[src/bp_pkg.sv]
`default_nettype none

package bp_pkg;

    // address and instruction word width
    localparam int xlen = 32;

    // table geometry, used as top level parameter defaults
    localparam int num_banks     = 4;
    localparam int rows_per_bank = 8;

    // bank bits + row bits
    localparam int idx_bits = $clog2(num_banks) + $clog2(rows_per_bank);

    // global history spans the whole index
    localparam int hist_bits = idx_bits;

    // pc without the two low bits
    localparam int tag_bits = xlen - 2;

    // kind of resolved control transfer
    typedef enum logic [1:0] {
        kind_cond = 2'd0,
        kind_jal  = 2'd1,
        kind_jalr = 2'd2
    } upd_kind_t;

    // 2-bit saturating counter
    typedef logic [1:0] ctr_t;

    // saturation limits
    localparam ctr_t ctr_strong_not_taken = 2'd0;
    localparam ctr_t ctr_strong_taken     = 2'd3;

    // allocation values, also the taken threshold
    localparam ctr_t ctr_weak_not_taken = 2'd1;
    localparam ctr_t ctr_weak_taken     = 2'd2;

endpackage

`default_nettype wire

[src/bp_index_router.sv]
`timescale 1ns/100ps
`default_nettype none

module bp_index_router #(
    parameter int  NUM_BANKS     = bp_pkg::num_banks,
    parameter int  ROWS_PER_BANK = bp_pkg::rows_per_bank,
    localparam int BANK_BITS     = $clog2(NUM_BANKS),
    localparam int ROW_BITS      = $clog2(ROWS_PER_BANK)
) (
    input  logic                          clk,
    input  logic                          reset,
    input  logic [bp_pkg::xlen-1:0]       pc,
    input  logic                          upd_req,
    input  logic [bp_pkg::xlen-1:0]       upd_pc,
    input  bp_pkg::upd_kind_t             upd_kind,
    input  logic                          upd_taken,
    input  logic [bp_pkg::xlen-1:0]       upd_target,
    input  logic [bp_pkg::hist_bits-1:0]  upd_history,
    input  logic [NUM_BANKS-1:0]          bank_ack,
    output logic                          upd_ack,
    output logic [ROW_BITS-1:0]           lookup_row,
    output logic [bp_pkg::tag_bits-1:0]   lookup_tag,
    output logic [BANK_BITS-1:0]          lookup_bank,
    output logic [bp_pkg::hist_bits-1:0]  lookup_history,
    output logic [NUM_BANKS-1:0]          bank_req,
    output logic [ROW_BITS-1:0]           upd_row,
    output logic [bp_pkg::tag_bits-1:0]   upd_tag,
    output logic                          upd_taken_eff,
    output logic [bp_pkg::xlen-1:0]       upd_target_out
);
    import bp_pkg::*;

    logic [hist_bits-1:0] hist_q;
    logic [hist_bits-1:0] lookup_idx;
    logic [hist_bits-1:0] upd_idx;
    logic                 req_q;
    logic                 ack_seen_q;
    logic [BANK_BITS-1:0] bank_sel_q;
    logic                 taken_eff;
    logic                 capture;

    // gshare hash for the fetch side
    assign lookup_idx     = pc[2 +: hist_bits] ^ hist_q;
    // low bits pick the bank, the rest the row
    assign lookup_bank    = lookup_idx[BANK_BITS-1:0];
    assign lookup_row     = lookup_idx[BANK_BITS +: ROW_BITS];
    assign lookup_tag     = pc[xlen-1:2];
    assign lookup_history = hist_q;

    // update side hashes with the history it was predicted under
    assign upd_idx = upd_pc[2 +: hist_bits] ^ upd_history;

    // jumps always count as taken
    assign taken_eff = (upd_kind == kind_cond) ? upd_taken : 1'b1;

    // rising edge of the registered request
    assign capture = upd_req && !req_q;

    always_ff @(posedge clk) begin
        if (reset) begin
            req_q      <= 1'b0;
            bank_sel_q <= '0;
        end else begin
            req_q <= upd_req;
            if (capture) begin
                bank_sel_q <= upd_idx[BANK_BITS-1:0];
            end
        end
    end

    // fields may change once ack is up, so hold a copy for the bank
    always_ff @(posedge clk) begin
        if (capture) begin
            upd_row        <= upd_idx[BANK_BITS +: ROW_BITS];
            upd_tag        <= upd_pc[xlen-1:2];
            upd_taken_eff  <= taken_eff;
            upd_target_out <= upd_target;
        end
    end

    // only the addressed bank sees the request
    always_comb begin
        bank_req             = '0;
        bank_req[bank_sel_q] = req_q;
    end

    // ack comes straight back from that bank
    assign upd_ack = bank_ack[bank_sel_q];

    // history shifts once per update, at the first ack cycle
    always_ff @(posedge clk) begin
        if (reset) begin
            hist_q     <= '0;
            ack_seen_q <= 1'b0;
        end else begin
            ack_seen_q <= upd_ack;
            if (upd_ack && !ack_seen_q) begin
                hist_q <= {hist_q[hist_bits-2:0], upd_taken_eff};
            end
        end
    end

endmodule

`default_nettype wire

[src/bp_bank.sv]
`timescale 1ns/100ps
`default_nettype none

module bp_bank #(
    parameter int  ROWS_PER_BANK = bp_pkg::rows_per_bank,
    localparam int ROW_BITS      = $clog2(ROWS_PER_BANK)
) (
    input  logic                         clk,
    input  logic                         reset,
    input  logic [ROW_BITS-1:0]          lookup_row,
    input  logic [bp_pkg::tag_bits-1:0]  lookup_tag,
    input  logic                         bank_req,
    input  logic [ROW_BITS-1:0]          upd_row,
    input  logic [bp_pkg::tag_bits-1:0]  upd_tag,
    input  logic                         upd_taken_eff,
    input  logic [bp_pkg::xlen-1:0]      upd_target,
    output logic                         lookup_hit,
    output logic                         lookup_strong,
    output logic [bp_pkg::xlen-1:0]      lookup_target,
    output logic                         bank_ack
);
    import bp_pkg::*;

    logic [ROWS_PER_BANK-1:0] valid_q;
    logic [tag_bits-1:0]      tag_q    [ROWS_PER_BANK];
    logic [xlen-1:0]          target_q [ROWS_PER_BANK];
    ctr_t                     ctr_q    [ROWS_PER_BANK];
    logic                     upd_match;
    logic                     do_write;
    ctr_t                     ctr_next;

    // read port, no clock
    assign lookup_hit    = valid_q[lookup_row] && (tag_q[lookup_row] == lookup_tag);
    assign lookup_strong = ctr_q[lookup_row] >= ctr_weak_taken;
    assign lookup_target = target_q[lookup_row];

    // existing entry for this branch?
    assign upd_match = valid_q[upd_row] && (tag_q[upd_row] == upd_tag);

    // write once per request, before ack is up
    assign do_write = bank_req && !bank_ack;

    always_comb begin
        if (!upd_match) begin
            // fresh entry starts weak
            ctr_next = upd_taken_eff ? ctr_weak_taken : ctr_weak_not_taken;
        end else if (upd_taken_eff) begin
            // count up, stop at 3
            ctr_next = (ctr_q[upd_row] == ctr_strong_taken) ? ctr_strong_taken
                                                             : ctr_q[upd_row] + 2'd1;
        end else begin
            // count down, stop at 0
            ctr_next = (ctr_q[upd_row] == ctr_strong_not_taken) ? ctr_strong_not_taken
                                                                 : ctr_q[upd_row] - 2'd1;
        end
    end

    // ack follows req, one cycle behind
    always_ff @(posedge clk) begin
        if (reset) begin
            valid_q  <= '0;
            bank_ack <= 1'b0;
        end else begin
            bank_ack <= bank_req;
            if (do_write) begin
                valid_q[upd_row] <= 1'b1;
            end
        end
    end

    always_ff @(posedge clk) begin
        if (do_write) begin
            // tag is unchanged on a match anyway
            tag_q[upd_row] <= upd_tag;
            ctr_q[upd_row] <= ctr_next;
            // keep old target on a not-taken refresh
            if (!upd_match || upd_taken_eff) begin
                target_q[upd_row] <= upd_target;
            end
        end
    end

endmodule

`default_nettype wire

[src/bp_pred_select.sv]
`timescale 1ns/100ps
`default_nettype none

module bp_pred_select #(
    parameter int  NUM_BANKS = bp_pkg::num_banks,
    localparam int BANK_BITS = $clog2(NUM_BANKS)
) (
    input  logic                                  clk,
    input  logic                                  reset,
    input  logic [bp_pkg::xlen-1:0]               pc,
    input  logic [BANK_BITS-1:0]                  lookup_bank,
    input  logic [bp_pkg::hist_bits-1:0]          lookup_history,
    input  logic [NUM_BANKS-1:0]                  lookup_hit,
    input  logic [NUM_BANKS-1:0]                  lookup_strong,
    input  logic [NUM_BANKS-1:0][bp_pkg::xlen-1:0] lookup_target,
    output logic [bp_pkg::xlen-1:0]               pred_pc,
    output logic                                  pred_taken,
    output logic                                  pred_hit,
    output logic [bp_pkg::hist_bits-1:0]          pred_history
);
    import bp_pkg::*;

    logic            sel_hit;
    logic            sel_taken;
    logic [xlen-1:0] next_pc;

    // answer from the addressed bank only
    assign sel_hit   = lookup_hit[lookup_bank];
    assign sel_taken = sel_hit && lookup_strong[lookup_bank];

    // target when leaning taken, else fall through
    assign next_pc = sel_taken ? lookup_target[lookup_bank] : pc + xlen'(4);

    always_ff @(posedge clk) begin
        if (reset) begin
            pred_hit     <= 1'b0;
            pred_taken   <= 1'b0;
            pred_history <= '0;
        end else begin
            pred_hit     <= sel_hit;
            pred_taken   <= sel_taken;
            pred_history <= lookup_history;
        end
    end

    // address payload
    always_ff @(posedge clk) begin
        pred_pc <= next_pc;
    end

endmodule

`default_nettype wire

[src/branch_predictor.sv]
`timescale 1ns/100ps
`default_nettype none

module branch_predictor #(
    parameter int  NUM_BANKS     = bp_pkg::num_banks,
    parameter int  ROWS_PER_BANK = bp_pkg::rows_per_bank,
    localparam int BANK_BITS     = $clog2(NUM_BANKS),
    localparam int ROW_BITS      = $clog2(ROWS_PER_BANK)
) (
    input  logic                          clk,
    input  logic                          reset,
    input  logic [bp_pkg::xlen-1:0]       pc,
    input  logic                          upd_req,
    input  logic [bp_pkg::xlen-1:0]       upd_pc,
    input  bp_pkg::upd_kind_t             upd_kind,
    input  logic                          upd_taken,
    input  logic [bp_pkg::xlen-1:0]       upd_target,
    input  logic [bp_pkg::hist_bits-1:0]  upd_history,
    output logic [bp_pkg::xlen-1:0]       pred_pc,
    output logic                          pred_taken,
    output logic                          pred_hit,
    output logic [bp_pkg::hist_bits-1:0]  pred_history,
    output logic                          upd_ack
);
    import bp_pkg::*;

    // router to banks, lookup side
    logic [ROW_BITS-1:0]  lookup_row;
    logic [tag_bits-1:0]  lookup_tag;
    // router to selector
    logic [BANK_BITS-1:0] lookup_bank;
    logic [hist_bits-1:0] lookup_history;
    // router to banks, update side
    logic [NUM_BANKS-1:0] bank_req;
    logic [NUM_BANKS-1:0] bank_ack;
    logic [ROW_BITS-1:0]  upd_row;
    logic [tag_bits-1:0]  upd_tag;
    logic                 upd_taken_eff;
    logic [xlen-1:0]      bank_upd_target;
    // banks to selector
    logic [NUM_BANKS-1:0]           lookup_hit;
    logic [NUM_BANKS-1:0]           lookup_strong;
    logic [NUM_BANKS-1:0][xlen-1:0] lookup_target;

    bp_index_router #(
        .NUM_BANKS     (NUM_BANKS),
        .ROWS_PER_BANK (ROWS_PER_BANK)
    ) router_inst (
        .clk            (clk),
        .reset          (reset),
        .pc             (pc),
        .upd_req        (upd_req),
        .upd_pc         (upd_pc),
        .upd_kind       (upd_kind),
        .upd_taken      (upd_taken),
        .upd_target     (upd_target),
        .upd_history    (upd_history),
        .bank_ack       (bank_ack),
        .upd_ack        (upd_ack),
        .lookup_row     (lookup_row),
        .lookup_tag     (lookup_tag),
        .lookup_bank    (lookup_bank),
        .lookup_history (lookup_history),
        .bank_req       (bank_req),
        .upd_row        (upd_row),
        .upd_tag        (upd_tag),
        .upd_taken_eff  (upd_taken_eff),
        .upd_target_out (bank_upd_target)
    );

    // one bank per low index value
    for (genvar b = 0; b < NUM_BANKS; b++) begin : g_bank
        bp_bank #(
            .ROWS_PER_BANK (ROWS_PER_BANK)
        ) bank_inst (
            .clk           (clk),
            .reset         (reset),
            .lookup_row    (lookup_row),
            .lookup_tag    (lookup_tag),
            .bank_req      (bank_req[b]),
            .upd_row       (upd_row),
            .upd_tag       (upd_tag),
            .upd_taken_eff (upd_taken_eff),
            .upd_target    (bank_upd_target),
            .lookup_hit    (lookup_hit[b]),
            .lookup_strong (lookup_strong[b]),
            .lookup_target (lookup_target[b]),
            .bank_ack      (bank_ack[b])
        );
    end

    bp_pred_select #(
        .NUM_BANKS (NUM_BANKS)
    ) select_inst (
        .clk            (clk),
        .reset          (reset),
        .pc             (pc),
        .lookup_bank    (lookup_bank),
        .lookup_history (lookup_history),
        .lookup_hit     (lookup_hit),
        .lookup_strong  (lookup_strong),
        .lookup_target  (lookup_target),
        .pred_pc        (pred_pc),
        .pred_taken     (pred_taken),
        .pred_hit       (pred_hit),
        .pred_history   (pred_history)
    );

endmodule

`default_nettype wire

[config.mk]
export PLATFORM = sky130hd
export DESIGN_NAME = branch_predictor
export DESIGN_NICKNAME = d
export VERILOG_FILES = /design/src/bp_pkg.sv /design/src/bp_index_router.sv /design/src/bp_bank.sv /design/src/bp_pred_select.sv /design/src/branch_predictor.sv
export SDC_FILE = /design/constraint.sdc
export NUM_CORES = 2
export LEC_CHECK = 0
export CORE_UTILIZATION = 35
export CTS_CLUSTER_SIZE = 10
export DETAILED_ROUTE_END_ITERATION = 6
export DONT_BUFFER_PORTS = 1
export GPL_ROUTABILITY_DRIVEN = 0
export MAX_ROUTING_LAYER = met4
export PLACE_DENSITY_LB_ADDON = 0.05
export SYNTH_ARGS = -nofsm -noshare
export SYNTH_HDL_FRONTEND = slang
export SYNTH_SLANG_ARGS = --single-unit
[constraint.sdc]
create_clock -name clk -period 6.2 [get_ports clk]
set_input_delay 0.31 -clock clk [delete_from_list [all_inputs] [get_ports clk]]
set_output_delay 0.31 -clock clk [all_outputs]
set_load 0.01 [all_outputs]
* After elaboration in Yosys (flattened, before gate mapping) *
Memory sizes are Yosys's and may differ from the RTL's. A register that Yosys moved wholly into a read port is not among the register bits.
Cells that the tools add are included.

operators by class
  bitwise gates (word level) = 7
  order comparisons = 10
  add/subtract/negate cells = 9
  shift-type cells = 0
  div/mod/pow operators = 0
  reduce and logical (&&, ||, !) cells = 36
  equality and inequality tests = 12
  multiply operators = 0
  multiplexer cells = 74

operators with widths
  cell                                                                                  count
  30-bit equality test                                                                  8
  32-bit binary-select mux with 2-bit select                                            1
  32-bit 2-to-1 mux                                                                     2
  2-bit 2-to-1 mux                                                                      17
  1-bit 2-to-1 mux                                                                      33
  32-bit by 3-bit adder with 32-bit output (second input constant)                      1
  8-bit bitwise OR                                                                      4
  1-bit binary-select mux with 3-bit select                                             8
  3-bit 2-to-1 mux                                                                      8
  1-bit logical AND                                                                     17
  1-bit logical NOT                                                                     10
  2-bit logical NOT                                                                     5
  5-bit bitwise XOR                                                                     2
  2-bit by 1-bit adder with 2-bit output (second input constant)                        4
  2-bit equality test (second input constant)                                           4
  2-bit greater-or-equal comparator (second input constant)                             4
  3-bit by 4-bit less-than comparator with 1-bit output (second input constant)         2
  2-bit by 1-bit subtractor with 2-bit output (second input constant)                   4
  1-bit binary-select mux with 2-bit select                                             3
  2-bit by 3-bit less-than comparator with 1-bit output (second input constant)         2
  4-bit AND                                                                             1
  1-bit logical OR                                                                      4
  1-bit demux with 3-bit select                                                         1
  3-bit by 1-bit greater-or-equal comparator with 1-bit output (second input constant)  1
  other kinds (2)                                                                       2

word-level totals
  bits in registers = 150
  bits in writable memories = 2048
  memory bits (read-only) = 0
  memories = 12
  latch bits = 0
  output and inout port bits = 40
  word-level logic and storage cells = 180
  input port bits = 107

memory list
  name                          words  bits a word  rd ports  clocked after Yosys merged registers in  write ports  line           source
  g_bank[0].bank_inst.target_q  8      32           1         0                                        1            bp_bank.sv:26  logic [xlen-1:0] target_q [ROWS_PER_BANK];
  g_bank[1].bank_inst.target_q  8      32           1         0                                        1            bp_bank.sv:26
  g_bank[2].bank_inst.target_q  8      32           1         0                                        1            bp_bank.sv:26
  g_bank[3].bank_inst.target_q  8      32           1         0                                        1            bp_bank.sv:26
  g_bank[0].bank_inst.tag_q     8      30           2         1                                        1            bp_bank.sv:25  logic [tag_bits-1:0] tag_q [ROWS_PER_BANK];
  g_bank[1].bank_inst.tag_q     8      30           2         1                                        1            bp_bank.sv:25
  +6 memories                   n/a    n/a          n/a       n/a                                      n/a          n/a

* Longest topological paths before layout *
  word-level depth = 8
  mapped depth = 15
  mapped depth without buffers = 10

* Hierarchy *
From an unflattened synthesis, not the netlist that was laid out.

second synthesis, totals
  cell total of the unflattened synthesis = 4591
  area, all modules = 94306.7 µm²

modules (own cells, without submodules)
  module                             sequential area each (µm²)  instances  cells an instance  area an instance (µm²)
  bp_bank (g_bank[1].bank_inst ...)  15554.9                     3          1037               22235.1
  bp_bank (g_bank[0].bank_inst)      15554.9                     1          1082               22272.6
  bp_index_router                    2162.1                      1          150                2762.6
  bp_pred_select                     780.7                       1          248                2566.2

* Worst setup path before layout *
Ideal clock, no wire load.

  path type = flip-flop to flip-flop
  from = register with a tool-made name
  to = memory g_bank[1].bank_inst.target_q[0][0] (enable)
  library setup time = 0.461 ns
  stages on the path, launching flop included = 12
  buffers on the path = 3
  data required time = 5.739 ns
  clock period less this slack = 5.479 ns
  slack = 0.721 ns
  arrival time = 5.018 ns
  path through = dfxtp_1 -> clkbuf_1 -> clkbuf_1 -> buf_1 -> mux4_2 -> mux2i_1 -> xnor2_1 -> nor4_1 -> and3_1 -> nand2_1 -> nor2_1 -> nor3_1

RTL lines
  item              line
  end: declaration  bp_bank.sv:26

* Worst setup path in the final report *
  from = register router_inst.hist_q[3], in the netlist router_inst.lookup_history[3]
  to = register select_inst.pred_hit

on the way
  word-level cells in the longest chain between the ends = 6
  elaborated cells on any way between the ends = 23
  classes of those cells = eq/ne (4); mux (10); bitwise (1); reduce/logical (4); memory (4)

ends and longest elaborated chain
  item                                                                                 line                   source
  start: declaration                                                                   bp_index_router.sv:33  logic [hist_bits-1:0] hist_q;
  start signal: assignment                                                             bp_index_router.sv:98  hist_q <= {hist_q[hist_bits-2:0], upd_taken_eff};
  5-bit bitwise XOR *                                                                  bp_index_router.sv:43  assign lookup_idx = pc[2 +: hist_bits] ^ hist_q;
  memory read 8 x 30 bit or 1-bit binary-select mux with 3-bit select (tied branches)  n/a
  30-bit equality test or 1-bit 2-to-1 mux (tied branches)                             bp_bank.sv:33          assign lookup_hit = valid_q[lookup_row] && (tag_q[lookup_row] == lookup_tag);
  1-bit logical AND                                                                    bp_bank.sv:33
  1-bit binary-select mux with 2-bit select *                                          bp_pred_select.sv:28   assign sel_hit = lookup_hit[lookup_bank];
  1-bit 2-to-1 mux (implied by the code) *                                             bp_pred_select.sv:28
  end signal: assignment                                                               bp_pred_select.sv:40   pred_hit <= sel_hit;
  end: declaration                                                                     bp_pred_select.sv:18   output logic pred_hit,

Mark *: on every way between the ends. The rest lies on a longest branch, timed or not. The select of a mux whose other input is x is not followed.
A chain may end at the register's enable or synchronous reset.

==> qor.yml <==
status: "finished clean"
route.detailed.drc: 0
final_cell_area_um2: 109100
worstSetupPathType: "flip-flop to flip-flop"
rsz0062_at_grt: "no"
fillers: 23355
syn-num-nets: 4452
slowest_stage: "o31ai_2"
hold_path_end: "select_inst.pred_pc[13]"
clock-skew-final_ns: 0.07311
synthCells: 4344
fp.coreArea_um2: 264900
grt_pass1_wl_um: 421000
critPathRequiredTime_ns: 7.05
overflow: 0
min-delay-path-class: "input port to flip-flop"
cts_tree: "built"
fin_ws_ns: 0.9008
power.density_nw_per_um2: 323.3
r2r_start: "router_inst.lookup_history[3]"
die_w_um: 517.8
final_nets: 4864
grt_max_degree: 122
ys_ff_latch: 2201
cts-buffers-inserted: 286
fin_util: 0.4118
tightest_slew_ns: 1.277
register_area_um2: 65230
drv_cap: 0
antenna_found_initial: 15
cts_setup_buffers: 0
fin_crit_sh: 0.8547
wirelength_um: 307300
power.leakage_nw: 34.29
timing.rr.end: "select_inst.pred_hit"
die_h_um: 517.8
cp_cell_sequence: "xor2_4, buf_12, mux4_2, mux2i_1, xnor2_1, a2111oi_1, nand4_1, o31ai_2, o22ai_1, nor2_1, dlygate4sd3_1"
synth_edf_count: 2114
finalSetupViolCount: 0
placed_area_um2: 99230
synth-main-ff-cell: "edfxtp_1"
syn_area_um2: 93130
drt_iter0_drc: 3702
ant_nets: 0
num_rows: 189
dieArea_um2: 268200
ys_seq_area_frac: 0.7003
cts_sinks: 2201
drt_pass1_iterations: 5
ys_types: 56
max-slew-margin-rel: 0.1448
path_max_fanout: 18
via_per_inst: 5.534
grt_usage: 0.2361
synth.avg_cell_area_um2: 21.44
final_cell_mix: "2114 x edfxtp_1, 834 x mux4_2, 303 x mux2i_1"
start_util: 0.3516
r2r_cells: 11
htree_levels: 5
wl_per_cell_um: 36.38
dp_hpwl_um: 181500
finalCriticalPeriod_ns: 5.299
r2r_setup_slack_ns: 0.90
pre_cts_slack_ns: 1.215
root_buffer: "clkbuf_16"
critPathMaxStageDelay_ns: 0.63
vias: 46744
first_global_vias: 49208
hold_viol: 0
ys_warn_count: 0
path_clk_slew_ns: 0.05
cp-start-kind: "flip-flop"
endpoint_kind: "flip-flop"
ioPinCount: 147
drive_gt1_frac: 0.3020
multi_input_area_um2: 27160
syn_to_final_growth_pct: 17.10
portBuffers: 0
min-delay-start: "pc[6]"
ir_drop_mv: 0.2946
whs_path_depth: 5
synthArstFlopShare: 0
layout_commonest_cell: "edfxtp_1"
max_clock_freq_ghz: 0.1887
clockBufferDepth: 4
slew_violations: 0
fin_setup_tns_ns: 0
clock_latency_ns: 0.95
worst-endpoint-arrival_ns: 6.15
## area by class of cell
cell class,instances,share of cell area
tap,3533,0.04053
timing repair buffer,396,0.03764
clock buffer,382,0.07083
antenna,16,0.0003671
sequential,2201,0.5982
multi-input combinational,1860,0.2491
clock inverter,47,0.002983
inverter,11,0.0003786
## synthesized netlist by cell type, types with 3 or more instances
cell type,number,area share
nand2b_1,8,0.00054
xnor2_1,191,0.018
buf_2,39,0.0021
a21oi_1,13,0.00070
nand2_1,57,0.0023
buf_1,66,0.0027
dfxtp_1,87,0.019
buf_6,13,0.0016
o21ai_0,12,0.00064
nand3_1,19,0.0010
mux2i_1,303,0.033
nor3_1,44,0.0024
nor2b_1,8,0.00054
nand3b_1,4,0.00032
o22ai_1,6,0.00040
nand4_1,31,0.0021
buf_4,19,0.0015
mux4_2,834,0.20
inv_1,10,0.00040
o221ai_1,3,0.00028
a211oi_1,9,0.00073
xor2_1,82,0.0077
and3_1,7,0.00047
mux2_2,13,0.0016
or2_2,3,0.00020
nor2_1,135,0.0054
nor3b_1,5,0.00040
clkbuf_1,135,0.0054
edfxtp_1,2114,0.68
nor4_1,43,0.0029
## critical path, delay by kind of cell (launching register included)
family	cells	cell delay, ns
XOR/XNOR	2	0.76
flip-flops	1	0.44
AO/OA/AOI/OAI	3	1.67
multiplexers	2	1.07
buffers and inverters	2	0.82
AND/OR/NAND/NOR	2	0.43
## where the power goes
group	total (mW)	switching [mW]	internal, mW	leakage, nW
clock network	14.8	6.10	8.70	3.91
registers	16.7	0.244	16.4	19.8
logic	3.77	2.07	1.70	10.6
total	35.3	8.41	26.8	34.3
## logic make-up (layout without fill, tap and decap cells)
group	count (synthesis)	after routing	share of synthesized area
compound gates	62	62	0.004662
xor+xnor	274	274	0.02585
fa+ha+maj	1	1	0.0001343
buf+inv	283	836	0.01374
flops	2201	2201	0.7003
mux	1151	1151	0.2359
other cells	0	16	0
simple gates	372	372	0.01935
## how the worst max path moves through the flow
stage	cells past startpoint	to	from	slack, ns
2_1_floorplan	11	g_bank[1].bank_inst.target_q[0][0]	flip-flop	0.72
3_3_place_gp	12	g_bank[1].bank_inst.target_q[1][8]	flip-flop	1.01
3_5_place_dp	11	select_inst.pred_pc[3]	router_inst.lookup_history[3]	1.22
4_1_cts	11	select_inst.pred_hit	router_inst.lookup_history[3]	0.88
5_1_grt	11	select_inst.pred_hit	router_inst.lookup_history[3]	0.76
6_report	11	select_inst.pred_hit	router_inst.lookup_history[3]	0.90
## layer usage
layer | routed length (um) | track usage | up-vias
met1 | 123000 | 0.2878 | 25872
met3 | 13800 | 0.03271 | 412
met5 | 0 | - | -
li1 | - | - | 19195
met4 | 10560 | 0.07519 | 0
met2 | 159900 | 0.4053 | 1265
## per-stage QoR
step | hold WS [ns] | total power [mW] | instances
floorplan | 0.4089 | 19.36 | 4344
global placement | 0.3875 | 20.74 | 7828
detailed placement | 0.3893 | 20.74 | 7829
CTS | 0.004924 | 35.73 | 8430
global route | 0.02791 | 36.38 | 8438
finish | 0.05897 | 35.25 | 8446
## sequential cells by signal, summed over array words and instances (netlist names), named ones only
name and cells:
router_inst.upd_target_out 32, g_bank.bank_inst.bank_ack 4, router_inst.upd_tag 30, select_inst.pred_taken 1, router_inst.upd_taken_eff 1, router_inst.bank_sel_q 2, g_bank.bank_inst.ctr_q 64, router_inst.upd_row 3
select_inst.pred_pc 32, g_bank.bank_inst.tag_q 960, g_bank.bank_inst.target_q 1024, select_inst.pred_hit 1, g_bank.bank_inst.valid_q 32, select_inst.pred_history 5, router_inst.lookup_history 5, router_inst.ack_seen_q 1
router_inst.req_q 1
## what timing repair did
item	4_1_cts	5_1_grt
hold buffers	172	0
gates resized for setup	0	0
hold endpoints to repair	168	0
(Power assumes the default switching activity.)
